$ cat src/soc_macros.svh
// SoC address map and register offsets
`ifndef SOC_MACROS_SVH
`define SOC_MACROS_SVH

// External interrupt sources seen by the PLIC
`define SOC_NUM_IRQS        5

// RAM has a low window and everything from the high base upward
`define SOC_RAM_LO_END      32'h0000_2FFF
`define SOC_RAM_HI_BASE     32'h8000_0000

// CLINT window
`define SOC_CLINT_BASE      32'h0000_3000
`define SOC_CLINT_END       32'h0000_EFFF

// PLIC window
`define SOC_PLIC_BASE       32'h0000_F000
`define SOC_PLIC_END        32'h0000_FFFF

// CLINT offsets from SOC_CLINT_BASE
`define CLINT_MSIP          32'h0000_0000
`define CLINT_MTIMECMP_LO   32'h0000_4000
`define CLINT_MTIMECMP_HI   32'h0000_4004
`define CLINT_MTIME_LO      32'h0000_BFF8
`define CLINT_MTIME_HI      32'h0000_BFFC

// PLIC offsets from SOC_PLIC_BASE
`define PLIC_PENDING        32'h0000_0000
`define PLIC_ENABLE         32'h0000_0004
`define PLIC_CLAIM          32'h0000_0008

`endif

$ cat src/soc_pkg.sv
// SoC bus types
`default_nettype none

package soc_pkg;

    // ====================
    // Width types
    // ====================
    typedef logic [31:0] addr_t;
    typedef logic [31:0] data_t;
    typedef logic [3:0]  strb_t;
    typedef logic [1:0]  resp_t;
    typedef logic [63:0] mtime_t;
    // Zero means no source
    typedef logic [2:0]  irq_id_t;

    localparam resp_t RESP_OKAY   = 2'b00;
    localparam resp_t RESP_DECERR = 2'b11;

    // ====================
    // AXI4-Lite bundles
    // ====================
    // Master to slave
    typedef struct packed {
        addr_t aw_addr;
        logic  aw_valid;
        data_t w_data;
        strb_t w_strb;
        logic  w_valid;
        logic  b_ready;
        addr_t ar_addr;
        logic  ar_valid;
        logic  r_ready;
    } axil_req_t;

    // Slave to master
    typedef struct packed {
        logic  aw_ready;
        logic  w_ready;
        resp_t b_resp;
        logic  b_valid;
        logic  ar_ready;
        data_t r_data;
        resp_t r_resp;
        logic  r_valid;
    } axil_rsp_t;

    // Crossbar target and per-direction state
    typedef enum logic [1:0] {TGT_RAM, TGT_CLINT, TGT_PLIC, TGT_ERR} target_e;
    typedef enum logic [1:0] {ST_IDLE, ST_ROUTE, ST_RESP} xbar_state_e;

    // Byte-lane merge of write data into a register word
    function automatic data_t apply_strb(data_t old_val, data_t new_val, strb_t strb);
        data_t result;
        result = old_val;
        for (int i = 0; i < 4; i++) begin
            if (strb[i]) begin
                result[i*8 +: 8] = new_val[i*8 +: 8];
            end
        end
        return result;
    endfunction

endpackage

`default_nettype wire

$ cat src/axil_xbar.sv
// AXI4-Lite crossbar
`timescale 1ns/1ps
`default_nettype none
`include "soc_macros.svh"

module axil_xbar import soc_pkg::*; (
    input  logic      clk,
    input  logic      rst_n,
    input  axil_req_t s_req,
    output axil_rsp_t s_rsp,
    output axil_req_t ram_req,
    input  axil_rsp_t ram_rsp,
    output axil_req_t clint_req,
    input  axil_rsp_t clint_rsp,
    output axil_req_t plic_req,
    input  axil_rsp_t plic_rsp
);

    xbar_state_e wr_state_q, rd_state_q;
    target_e     wr_tgt_q, rd_tgt_q;
    // Index 3 is the local decode-error responder
    axil_req_t   tgt_req [4];
    axil_rsp_t   tgt_rsp [4];
    axil_rsp_t   err_rsp;
    logic        err_bvalid_q, err_rvalid_q;
    logic        wr_accept;

    function automatic target_e decode(addr_t addr);
        target_e tgt;
        if (addr <= `SOC_RAM_LO_END || addr >= `SOC_RAM_HI_BASE) begin
            tgt = TGT_RAM;
        end else if (addr >= `SOC_CLINT_BASE && addr <= `SOC_CLINT_END) begin
            tgt = TGT_CLINT;
        end else if (addr >= `SOC_PLIC_BASE && addr <= `SOC_PLIC_END) begin
            tgt = TGT_PLIC;
        end else begin
            tgt = TGT_ERR;
        end
        return tgt;
    endfunction

    // ====================
    // Request fan-out
    // ====================
    always_comb begin
        for (int i = 0; i < 4; i++) begin
            tgt_req[i] = '0;
            // Write side only reaches the latched target
            if (wr_tgt_q == target_e'(i)) begin
                tgt_req[i].aw_addr  = s_req.aw_addr;
                tgt_req[i].w_data   = s_req.w_data;
                tgt_req[i].w_strb   = s_req.w_strb;
                tgt_req[i].aw_valid = s_req.aw_valid && (wr_state_q == ST_ROUTE);
                tgt_req[i].w_valid  = s_req.w_valid && (wr_state_q == ST_ROUTE);
                tgt_req[i].b_ready  = s_req.b_ready && (wr_state_q == ST_RESP);
            end
            if (rd_tgt_q == target_e'(i)) begin
                tgt_req[i].ar_addr  = s_req.ar_addr;
                tgt_req[i].ar_valid = s_req.ar_valid && (rd_state_q == ST_ROUTE);
                tgt_req[i].r_ready  = s_req.r_ready && (rd_state_q == ST_RESP);
            end
        end
    end

    assign ram_req   = tgt_req[TGT_RAM];
    assign clint_req = tgt_req[TGT_CLINT];
    assign plic_req  = tgt_req[TGT_PLIC];

    // Decode error responder, answers one cycle after acceptance
    always_comb begin
        err_rsp          = '0;
        err_rsp.aw_ready = tgt_req[TGT_ERR].aw_valid && tgt_req[TGT_ERR].w_valid
                           && !err_bvalid_q;
        err_rsp.w_ready  = err_rsp.aw_ready;
        err_rsp.b_resp   = RESP_DECERR;
        err_rsp.b_valid  = err_bvalid_q;
        err_rsp.ar_ready = tgt_req[TGT_ERR].ar_valid && !err_rvalid_q;
        err_rsp.r_resp   = RESP_DECERR;
        err_rsp.r_valid  = err_rvalid_q;
    end

    always_ff @(posedge clk or negedge rst_n) begin
        if (!rst_n) begin
            err_bvalid_q <= 1'b0;
            err_rvalid_q <= 1'b0;
        end else begin
            if (err_rsp.aw_ready) begin
                err_bvalid_q <= 1'b1;
            end else if (tgt_req[TGT_ERR].b_ready) begin
                err_bvalid_q <= 1'b0;
            end
            if (err_rsp.ar_ready) begin
                err_rvalid_q <= 1'b1;
            end else if (tgt_req[TGT_ERR].r_ready) begin
                err_rvalid_q <= 1'b0;
            end
        end
    end

    // ====================
    // Response return
    // ====================
    always_comb begin
        tgt_rsp[TGT_RAM]   = ram_rsp;
        tgt_rsp[TGT_CLINT] = clint_rsp;
        tgt_rsp[TGT_PLIC]  = plic_rsp;
        tgt_rsp[TGT_ERR]   = err_rsp;
    end

    // aw and w are taken together in one edge
    assign wr_accept = (wr_state_q == ST_ROUTE) && tgt_rsp[wr_tgt_q].aw_ready
                       && tgt_rsp[wr_tgt_q].w_ready;

    always_comb begin
        s_rsp          = '0;
        s_rsp.aw_ready = wr_accept;
        s_rsp.w_ready  = wr_accept;
        s_rsp.ar_ready = (rd_state_q == ST_ROUTE) && tgt_rsp[rd_tgt_q].ar_ready;
        if (wr_state_q == ST_RESP) begin
            s_rsp.b_valid = tgt_rsp[wr_tgt_q].b_valid;
            s_rsp.b_resp  = tgt_rsp[wr_tgt_q].b_resp;
        end
        if (rd_state_q == ST_RESP) begin
            s_rsp.r_valid = tgt_rsp[rd_tgt_q].r_valid;
            s_rsp.r_data  = tgt_rsp[rd_tgt_q].r_data;
            s_rsp.r_resp  = tgt_rsp[rd_tgt_q].r_resp;
        end
    end

    // ====================
    // Direction FSMs
    // ====================
    always_ff @(posedge clk or negedge rst_n) begin
        if (!rst_n) begin
            wr_state_q <= ST_IDLE;
            wr_tgt_q   <= TGT_ERR;
        end else begin
            case (wr_state_q)
                ST_IDLE: begin
                    // Latch the target once both aw and w are presented
                    if (s_req.aw_valid && s_req.w_valid) begin
                        wr_tgt_q   <= decode(s_req.aw_addr);
                        wr_state_q <= ST_ROUTE;
                    end
                end
                ST_ROUTE: if (wr_accept) wr_state_q <= ST_RESP;
                ST_RESP:  if (s_req.b_ready && s_rsp.b_valid) wr_state_q <= ST_IDLE;
                default:  wr_state_q <= ST_IDLE;
            endcase
        end
    end

    always_ff @(posedge clk or negedge rst_n) begin
        if (!rst_n) begin
            rd_state_q <= ST_IDLE;
            rd_tgt_q   <= TGT_ERR;
        end else begin
            case (rd_state_q)
                ST_IDLE: begin
                    if (s_req.ar_valid) begin
                        rd_tgt_q   <= decode(s_req.ar_addr);
                        rd_state_q <= ST_ROUTE;
                    end
                end
                ST_ROUTE: if (s_req.ar_valid && s_rsp.ar_ready) rd_state_q <= ST_RESP;
                ST_RESP:  if (s_req.r_ready && s_rsp.r_valid) rd_state_q <= ST_IDLE;
                default:  rd_state_q <= ST_IDLE;
            endcase
        end
    end

    // At most one target sees a request at a time
    a_one_target: assert property (@(posedge clk) disable iff (!rst_n)
        $onehot0({ram_req.aw_valid, clint_req.aw_valid, plic_req.aw_valid})
        && $onehot0({ram_req.ar_valid, clint_req.ar_valid, plic_req.ar_valid}));

    // A passed-back response never coincides with one from an unlatched target
    a_resp_latched_b: assert property (@(posedge clk) disable iff (!rst_n)
        s_rsp.b_valid |-> (wr_tgt_q == TGT_RAM || !ram_rsp.b_valid)
                          && (wr_tgt_q == TGT_CLINT || !clint_rsp.b_valid)
                          && (wr_tgt_q == TGT_PLIC || !plic_rsp.b_valid));

    a_resp_latched_r: assert property (@(posedge clk) disable iff (!rst_n)
        s_rsp.r_valid |-> (rd_tgt_q == TGT_RAM || !ram_rsp.r_valid)
                          && (rd_tgt_q == TGT_CLINT || !clint_rsp.r_valid)
                          && (rd_tgt_q == TGT_PLIC || !plic_rsp.r_valid));

endmodule

`default_nettype wire

$ cat src/irq_clint.sv
// Core-local interruptor
`timescale 1ns/1ps
`default_nettype none
`include "soc_macros.svh"

module irq_clint import soc_pkg::*; (
    input  logic      clk,
    input  logic      rst_n,
    input  axil_req_t s_req,
    output axil_rsp_t s_rsp,
    output logic      timer_irq,
    output logic      soft_irq
);

    mtime_t mtime_q;
    mtime_t mtimecmp_q;
    logic   msip_q;
    logic   b_valid_q, r_valid_q;
    data_t  r_data_q;
    data_t  rd_data;
    addr_t  wr_rel, rd_rel;
    logic   wr_fire, rd_fire;

    // Offsets relative to the CLINT window
    assign wr_rel = s_req.aw_addr - `SOC_CLINT_BASE;
    assign rd_rel = s_req.ar_addr - `SOC_CLINT_BASE;

    // Accept a write only with aw and w together and b channel free
    assign wr_fire = s_req.aw_valid && s_req.w_valid && !b_valid_q;
    assign rd_fire = s_req.ar_valid && !r_valid_q;

    always_comb begin
        s_rsp          = '0;
        s_rsp.aw_ready = wr_fire;
        s_rsp.w_ready  = wr_fire;
        s_rsp.b_resp   = RESP_OKAY;
        s_rsp.b_valid  = b_valid_q;
        s_rsp.ar_ready = rd_fire;
        s_rsp.r_data   = r_data_q;
        s_rsp.r_resp   = RESP_OKAY;
        s_rsp.r_valid  = r_valid_q;
    end

    // ====================
    // Timer registers
    // ====================
    always_ff @(posedge clk or negedge rst_n) begin
        if (!rst_n) begin
            mtime_q    <= '0;
            mtimecmp_q <= '1;
            msip_q     <= 1'b0;
        end else begin
            // Free running, writes to mtime are dropped
            mtime_q <= mtime_q + 64'd1;
            if (wr_fire) begin
                case (wr_rel)
                    `CLINT_MSIP: if (s_req.w_strb[0]) msip_q <= s_req.w_data[0];
                    `CLINT_MTIMECMP_LO:
                        mtimecmp_q[31:0] <= apply_strb(mtimecmp_q[31:0], s_req.w_data,
                                                       s_req.w_strb);
                    `CLINT_MTIMECMP_HI:
                        mtimecmp_q[63:32] <= apply_strb(mtimecmp_q[63:32], s_req.w_data,
                                                        s_req.w_strb);
                    default: ;
                endcase
            end
        end
    end

    // Read mux, sampled at the ar handshake
    always_comb begin
        case (rd_rel)
            `CLINT_MSIP:        rd_data = {31'b0, msip_q};
            `CLINT_MTIMECMP_LO: rd_data = mtimecmp_q[31:0];
            `CLINT_MTIMECMP_HI: rd_data = mtimecmp_q[63:32];
            `CLINT_MTIME_LO:    rd_data = mtime_q[31:0];
            `CLINT_MTIME_HI:    rd_data = mtime_q[63:32];
            default:            rd_data = '0;
        endcase
    end

    always_ff @(posedge clk) begin
        if (rd_fire) r_data_q <= rd_data;
    end

    // Response valids, held until the master takes them
    always_ff @(posedge clk or negedge rst_n) begin
        if (!rst_n) begin
            b_valid_q <= 1'b0;
            r_valid_q <= 1'b0;
        end else begin
            if (wr_fire) b_valid_q <= 1'b1;
            else if (s_req.b_ready) b_valid_q <= 1'b0;
            if (rd_fire) r_valid_q <= 1'b1;
            else if (s_req.r_ready) r_valid_q <= 1'b0;
        end
    end

    assign timer_irq = (mtime_q >= mtimecmp_q);
    assign soft_irq  = msip_q;

    a_resp_after_hs: assert property (@(posedge clk) disable iff (!rst_n)
        ($rose(b_valid_q) |-> $past(wr_fire)) and ($rose(r_valid_q) |-> $past(rd_fire)));

endmodule

`default_nettype wire

$ cat src/irq_plic.sv
// Platform-level interrupt controller
`timescale 1ns/1ps
`default_nettype none
`include "soc_macros.svh"

module irq_plic import soc_pkg::*; #(
    parameter int NUM_IRQS = `SOC_NUM_IRQS
) (
    input  logic                clk,
    input  logic                rst_n,
    input  logic [NUM_IRQS-1:0] irq_in,
    input  axil_req_t           s_req,
    output axil_rsp_t           s_rsp,
    output logic                ext_irq
);

    logic [NUM_IRQS-1:0] pending_q, enable_q, in_service_q;
    logic [NUM_IRQS-1:0] active;
    logic [NUM_IRQS-1:0] claim_mask, complete_mask;
    irq_id_t             claim_id;
    data_t               enable_wr;
    data_t               rd_data, r_data_q;
    addr_t               wr_rel, rd_rel;
    logic                wr_fire, rd_fire;
    logic                b_valid_q, r_valid_q;

    assign wr_rel  = s_req.aw_addr - `SOC_PLIC_BASE;
    assign rd_rel  = s_req.ar_addr - `SOC_PLIC_BASE;
    assign wr_fire = s_req.aw_valid && s_req.w_valid && !b_valid_q;
    assign rd_fire = s_req.ar_valid && !r_valid_q;

    always_comb begin
        s_rsp          = '0;
        s_rsp.aw_ready = wr_fire;
        s_rsp.w_ready  = wr_fire;
        s_rsp.b_resp   = RESP_OKAY;
        s_rsp.b_valid  = b_valid_q;
        s_rsp.ar_ready = rd_fire;
        s_rsp.r_data   = r_data_q;
        s_rsp.r_resp   = RESP_OKAY;
        s_rsp.r_valid  = r_valid_q;
    end

    // ====================
    // Claim arbitration
    // ====================
    assign active = pending_q & enable_q;

    // Lowest numbered active source wins, id is index plus one
    always_comb begin
        claim_id = '0;
        for (int i = NUM_IRQS - 1; i >= 0; i--) begin
            if (active[i]) claim_id = irq_id_t'(i + 1);
        end
    end

    always_comb begin
        for (int i = 0; i < NUM_IRQS; i++) begin
            claim_mask[i]    = rd_fire && (rd_rel == `PLIC_CLAIM)
                               && (claim_id == irq_id_t'(i + 1));
            complete_mask[i] = wr_fire && (wr_rel == `PLIC_CLAIM)
                               && (s_req.w_data == data_t'(i + 1));
        end
    end

    assign enable_wr = apply_strb(data_t'(enable_q), s_req.w_data, s_req.w_strb);

    // Gateway: level sources pend unless in service, claim clears wins
    always_ff @(posedge clk or negedge rst_n) begin
        if (!rst_n) begin
            pending_q    <= '0;
            enable_q     <= '0;
            in_service_q <= '0;
        end else begin
            pending_q    <= (pending_q | (irq_in & ~in_service_q)) & ~claim_mask;
            in_service_q <= (in_service_q | claim_mask) & ~complete_mask;
            if (wr_fire && wr_rel == `PLIC_ENABLE) enable_q <= enable_wr[NUM_IRQS-1:0];
        end
    end

    always_comb begin
        case (rd_rel)
            `PLIC_PENDING: rd_data = data_t'(pending_q);
            `PLIC_ENABLE:  rd_data = data_t'(enable_q);
            `PLIC_CLAIM:   rd_data = data_t'(claim_id);
            default:       rd_data = '0;
        endcase
    end

    always_ff @(posedge clk) begin
        if (rd_fire) r_data_q <= rd_data;
    end

    always_ff @(posedge clk or negedge rst_n) begin
        if (!rst_n) begin
            b_valid_q <= 1'b0;
            r_valid_q <= 1'b0;
        end else begin
            if (wr_fire) b_valid_q <= 1'b1;
            else if (s_req.b_ready) b_valid_q <= 1'b0;
            if (rd_fire) r_valid_q <= 1'b1;
            else if (s_req.r_ready) r_valid_q <= 1'b0;
        end
    end

    assign ext_irq = |active;

    // Returned claim id stays within the source count
    a_claim_range: assert property (@(posedge clk) disable iff (!rst_n)
        rd_fire && rd_rel == `PLIC_CLAIM |=> s_rsp.r_data <= data_t'(NUM_IRQS));

endmodule

`default_nettype wire

$ cat src/periph_harness.sv
// Peripheral harness top level
`timescale 1ns/1ps
`default_nettype none
`include "soc_macros.svh"

module periph_harness import soc_pkg::*; (
    input  logic                     clk,
    input  logic                     rst_n,
    // Master port from the core side
    input  axil_req_t                s_req,
    output axil_rsp_t                s_rsp,
    // External memory
    output axil_req_t                ram_req,
    input  axil_rsp_t                ram_rsp,
    // Interrupts
    input  logic [`SOC_NUM_IRQS-1:0] irq_in,
    output logic                     timer_irq,
    output logic                     soft_irq,
    output logic                     ext_irq
);

    axil_req_t clint_req, plic_req;
    axil_rsp_t clint_rsp, plic_rsp;

    // ====================
    // Address router
    // ====================
    axil_xbar axil_xbar_inst (
        .clk       (clk),
        .rst_n     (rst_n),
        .s_req     (s_req),
        .s_rsp     (s_rsp),
        .ram_req   (ram_req),
        .ram_rsp   (ram_rsp),
        .clint_req (clint_req),
        .clint_rsp (clint_rsp),
        .plic_req  (plic_req),
        .plic_rsp  (plic_rsp)
    );

    // Timer and software interrupts
    irq_clint irq_clint_inst (
        .clk       (clk),
        .rst_n     (rst_n),
        .s_req     (clint_req),
        .s_rsp     (clint_rsp),
        .timer_irq (timer_irq),
        .soft_irq  (soft_irq)
    );

    // External interrupts
    irq_plic #(
        .NUM_IRQS (`SOC_NUM_IRQS)
    ) irq_plic_inst (
        .clk     (clk),
        .rst_n   (rst_n),
        .irq_in  (irq_in),
        .s_req   (plic_req),
        .s_rsp   (plic_rsp),
        .ext_irq (ext_irq)
    );

endmodule

`default_nettype wire

$ cat config.mk
export PLATFORM = sky130hd
export DESIGN_NAME = periph_harness
export DESIGN_NICKNAME = d
export VERILOG_FILES = /design/src/soc_pkg.sv /design/src/axil_xbar.sv /design/src/irq_clint.sv /design/src/irq_plic.sv /design/src/periph_harness.sv
export VERILOG_INCLUDE_DIRS = /design/src /design/src/src
export SDC_FILE = /design/constraint.sdc
export NUM_CORES = 1
export LEC_CHECK = 0
export BUFFER_PORTS_ARGS = -buffer_cell sky130_fd_sc_hd__buf_4
export CORE_ASPECT_RATIO = 1.75
export CORE_MARGIN = 5
export CORE_UTILIZATION = 44
export CTS_CLUSTER_DIAMETER = 150
export DETAILED_ROUTE_END_ITERATION = 10
export GPL_ROUTABILITY_DRIVEN = 0
export HOLD_SLACK_MARGIN = 0.02
export PLACE_DENSITY = 0.76
export REMOVE_ABC_BUFFERS = 1
export SLEW_MARGIN = 0
export SYNTH_ARGS = -nofsm -noshare
export SYNTH_HDL_FRONTEND = slang
export SYNTH_SLANG_ARGS = --single-unit
$ cat constraint.sdc
create_clock -name clk -period 6.69 [get_ports clk]
set_clock_uncertainty 0.2 [all_clocks]
set_input_delay 1.0035 -clock clk [delete_from_list [all_inputs] [get_ports clk]]
set_output_delay 1.0035 -clock clk [all_outputs]
set_load 0.01 [all_outputs]
### After elaboration in Yosys (flattened, before gate mapping)

Index checks and enable logic that the tools add are counted.
Widths: inputs -> output; s select.

| storage, ports and cells | value |
|---|---|
| word-level logic and storage cells | 215 |
| register bits after elaboration | 222 |
| ROM bits | 0 |
| output and inout bits | 149 |
| RAM bits | 0 |
| latch bits | 0 |
| memories | 0 |
| input port bits | 153 |

| cells by class | value |
|---|---|
| equality and inequality tests | 36 |
| div/mod/pow operators | 0 |
| magnitude comparators | 15 |
| multiplexer cells | 49 |
| shift operators | 0 |
| bitwise gates (word level) | 11 |
| multiply operators | 0 |
| add/sub/neg operators | 5 |
| reduce and logical (&&, ||, !) cells | 74 |

Operator list:

| kind | count |
|---|---|
| $mux 71 | 3 |
| $bmux 41 s2 | 2 |
| $pmux 32 s5 | 1 |
| $eq 32x15->1 const B | 4 |
| $eq 32x3->1 const B | 4 |
| $le 32x16->1 const B | 4 |
| $mux 34 | 3 |
| $logic_not 32->1 | 3 |
| $mux 41 | 2 |
| $mux 36 | 2 |
| $add 64x1->64 const B | 1 |
| $eq 32x16->1 const B | 2 |
| $eq 32x2->1 const B | 2 |
| $eq 32x4->1 const B | 2 |
| $ge 32x14->1 const B | 2 |
| $ge 32x16->1 const B | 2 |
| $ge 32x32->1 const B | 2 |
| $ge 64x64->1 | 1 |
| $le 32x14->1 const B | 2 |
| $sub 32x14->32 const B | 2 |
| $sub 32x16->32 const B | 2 |
| $mux 39 | 1 |
| $logic_and 1x1->1 | 38 |
| $mux 35 | 1 |
| other kinds (25) | 102 |

### Depth between registers and ports, before layout

| depth | value |
|---|---|
| depth after elaboration | 12 |
| gate-level depth with buffers | 9 |
| gate-level depth less buffers | 9 |

### Modules after synthesis

From an unflattened synthesis, not the netlist that was laid out.

| second synthesis, totals | value |
|---|---|
| cells, all modules | 1604 |
| area, all modules | 14721.6 µm² |

By module, submodules not included:

| module | cells an instance | instances | area each (µm²) |
|---|---|---|---|
| irq_clint | 814 | 1 | 9137.5 |
| axil_xbar | 607 | 1 | 3923.8 |
| irq_plic | 183 | 1 | 1660.3 |

### Least setup slack after synthesis

OpenSTA, ideal clock, no wires.

| timing | value |
|---|---|
| path kind | input-to-reg |
| start | in s_req[81] in the netlist's numbering |
| end | reg irq_clint_inst.mtimecmp_q[48] |
| required time | 6.408 ns |
| data arrival time | 3.575 ns |
| setup slack | 2.833 ns |
| cell stages on the path | 6 |
| library setup time | 0.082 ns |
| cell sequence | or4_1 or4_1 nor4b_2 nand4_4 nor4b_4 mux2_2 |

| on the way | value |
|---|---|
| cells in the longest elaborated chain, start to end | 4 |

RTL lines:

| what | line | text |
|---|---|---|
| start: declaration | periph_harness.sv:10 | `input axil_req_t s_req,` |
| $mux 71 | axil_xbar.sv:49 | `if (wr_tgt_q == target_e'(i)) begin` |
| $sub 32x14->32 (no line) | -- |  |
| $eq 32x15->1 | irq_clint.sv:56 | `case (wr_rel)` |
| $reduce_and 3->1 (no line) | -- |  |
| end signal: assignment | irq_clint.sv:62 | `mtimecmp_q[63:32] <= apply_strb(mtimecmp_q[63:32], s_req.w_data,` |
| end: declaration | irq_clint.sv:16 | `mtime_t mtimecmp_q;` |

Every way passes these cells.
A chain may end at the register's enable or synchronous reset.

### Worst setup path after layout

| timing | value |
|---|---|
| start | reg irq_clint_inst.mtimecmp_q[39] |
| end | out timer_irq |

| on the way | value |
|---|---|
| cells in the longest elaborated chain, start to end | 1 |

RTL lines:

| what | line | text |
|---|---|---|
| $ge 64x64->1 | irq_clint.sv:99 | `assign timer_irq = (mtime_q >= mtimecmp_q);` |
| end: declaration | periph_harness.sv:17 | `output logic timer_irq,` |

Every way passes these cells.

==> results.py <==
metrics = {
    "pwr": {
        "ir_worst_vdd_mv": 0.203,
        "powerDensity_nw_per_um2": 237,
        "power.leakage_nw": 6.96,
    },
    "global_route": {
        "antenna_found_initial": 1,
        "overflow": 0,
        "gr-usage-all-layers_pct": 24.4,
        "grt_pass1_wl_mm": 63.8,
        "grt_pass1_vias": 12000,
        "grt_max_degree": 114,
    },
    "finish": {
        "syn2layout_area_growth_pct": 25.5,
        "drive_gt1_share_pct": 31.0,
        "fin_nets": 1819,
        "antenna_cells": 0,
    },
    "die": {
        "die_x_um": 139,
        "fp.dieArea_um2": 32600,
        "fp-row-count": 82,
        "start_util_pct": 44.5,
        "num_io_pins": 302,
        "die_h_um": 235,
        "design.core.area_um2": 28600,
    },
    "logic_synthesis": {
        "ys_seq_area_share_pct": 40.5,
        "synth_seq_cells": 195,
        "yosysMostFrequentCell": "and2_1",
        "synth_common_cells": "and2_1 (131), nand2_1 (105), dfrtp_1 (90), nor2_1 (87), inv_1 (84)",
        "yosys-top-cells-area": "dfrtp_1 (18%), dfstp_2 (14%), edfxtp_1 (8.7%), and2_1 (6.4%), ha_1 (6.4%)",
        "synth_top_area_share_pct": 17.7,
        "syn_avg_cell_area_um2": 9.62,
        "yosysWarnings": 0,
        "synth_edf_count": 37,
        "synth_top_area_cell": "dfrtp_1",
        "mappedNetlistArea_um2": 12700,
        "synth_cell_types": 63,
        "synth_cells": 1323,
        "synthFlopType": "dfrtp_1",
        "async_flop_share_pct": 81.0,
    },
    "timing": {
        "relSlewSlack_pct": 23.4,
        "worst_hold_slack_ns": 0.311,
        "rsz0062_at_grt": "false",
        "tightestPinTransition_ns": 1.14,
        "tns_ns": 0,
        "fin_crit_sh_pct": 67.0,
        "setup_viol": 0,
        "slew_viol_final": 0,
        "clock.fmax_mhz": 223,
        "final_hold_viol_count": 0,
        "period_needed_ns": 4.48,
    },
    "setup_path": {
        "timing_worst_setup_path_type": "reg -> out",
        "crit_start": "irq_clint_inst.mtimecmp_q[39]",
        "worstRegToRegCells": 7,
        "r2r_start": "irq_clint_inst.mtime_q[10]",
        "timing.critical_path.from_type": "flop",
        "worstPathRequired_ns": 5.49,
        "r2r-end": "irq_clint_inst.mtime_q[63]",
        "endpoint_kind": "output port",
        "arrival_ns": 3.28,
        "worst-r2r-setup-slack_ns": 2.78,
        "cp_max_fo": 3,
    },
    "job": {
        "cap_violations": 0,
    },
    "clock_tree": {
        "cts-resized-gates": 0,
        "cts_setup_buffers": 0,
        "cts_buffers": 17,
        "clk_latency_ns": 0.46,
        "root_buffer": "clkbuf_16",
        "cts_tree": "done",
        "htreeDepth": 4,
        "cts_buffer_depth": 2,
        "cts_hold_buf": 0,
        "cts.sinks": 195,
        "clkTransAtPathRegs_ns": 0.07,
    },
    "min_path": {
        "holdCritStartpoint": "irq_plic_inst.in_service_q[4]",
        "min_delay_path_depth": 2,
        "hold_path_end": "irq_plic_inst.in_service_q[4]",
        "holdCritPathClass": "reg -> reg",
    },
    "routing": {
        "drc": 0,
        "drt_iter0_markers": 851,
        "ant_nets": 0,
        "firstDrtPassIters": 7,
        "vias_per_cell": 5.79,
        "routed_wl_mm": 40.6,
        "wire_per_inst_um": 20.4,
        "vias": 11500,
    },
    "placed_design": {
        "port_buffers": 301,
        "hpwl_mm": 31.0,
    },
    "run_status": {
        "status": "finished clean",
    },
}
[layer usage]
metal	vias to the layer above	part of all wire (%)	global-route usage, %
met5	-	0	0
met4	0	4.9	12.2
met3	99	4.8	3.93
met2	406	54	46.0
met1	5690	37	26.1
li1	5339	-	-
[placed cells by master, fill, tap and decap left out, drive strengths merged, types with 32 or more instances in the layout]
cell type,instances
a21oi,50
and2,131
buf,311
dfrtp,90
dfstp,68
edfxtp,37
ha,65
inv,87
mux2,68
mux2i,40
nand2,105
nand3,33
nand4,47
nor2,87
nor3,32
o221ai,32
xnor2,54
[layout make-up]
cell class / count / area, um2
clock buffers: 19 / 443
clock inverters: 13 / 156
fillers: 2554 / 12700
inverters: 84 / 315
multi-input cells: 992 / 7100
flip-flops and latches: 195 / 5150
well taps: 378 / 473
repair buffers: 311 / 2340
[sequential cells by signal, indices dropped and copies added (netlist names), 2 cells and up]
register / count
axil_xbar_inst.wr_tgt_q: 2
irq_clint_inst.r_data_q: 32
irq_plic_inst.in_service_q: 5
irq_clint_inst.mtime_q: 64
irq_plic_inst.enable_q: 5
axil_xbar_inst.rd_tgt_q: 2
irq_clint_inst.mtimecmp_q: 64
irq_plic_inst.r_data_q: 5
axil_xbar_inst.wr_state_q: 2
irq_plic_inst.pending_q: 5
axil_xbar_inst.rd_state_q: 2
[worst max path at each step]
stage                                    endpoint  slack, ns  depth (start not counted)
CTS                                     timer_irq       2.22                         10
floorplan             irq_clint_inst.r_data_q[10]       2.22                          7
global route                            timer_irq       2.00                         10
detailed placement  irq_clint_inst.mtimecmp_q[54]       2.31                          7
finish                                  timer_irq       2.21                         10
global placement    irq_clint_inst.mtimecmp_q[16]       2.39                          7
[kinds of logic (layout without fill, tap and decap cells)]
| group | count (synthesis) | in the layout | synth area share [%] |
|---|---|---|---|
| AO/OA/AOI/OAI | 205 | 205 | 11.0 |
| XOR/XNOR | 66 | 66 | 4.54 |
| adder cells (fa/ha/maj) | 65 | 65 | 6.39 |
| buffers and inverters | 136 | 427 | 4.07 |
| flip-flops | 195 | 195 | 40.5 |
| multiplexers | 110 | 110 | 9.52 |
| AND/OR/NAND/NOR | 546 | 546 | 24.0 |
[worst max-delay path, cell delays in order (launching register included)]
cell and delay [ns]:
dfstp_2 0.57, inv_1 0.06, ha_1 0.31, nand4_1 0.12, nor4_1 0.58, nand2_1 0.18, o31ai_1 0.28, a2111oi_0 0.10
o2111ai_1 0.28, a31o_2 0.24, buf_4 0.12
[power by group]
part,switching (mW),internal [mW]
sequential,0.0971,1.27
combinational,0.735,0.611
clock,0.463,0.598
total,1.30,2.48
[metrics by stage]
stage | cells | instance area (um2) | total power [mW] | setup WS (ns) | utilization, %
after global routing | 1992 | 16000 | 3.95 | 2.00 | 55.8
after detailed placement | 1960 | 15400 | 2.75 | 2.31 | 53.7
after global placement | 1960 | 15400 | 2.73 | 2.39 | 53.7
final | 1992 | 16000 | 3.78 | 2.21 | 55.8
after CTS | 1992 | 16000 | 3.81 | 2.22 | 55.8
after floorplan | 1271 | 12500 | 2.02 | 2.22 | -
(Power assumes the default switching activity.)
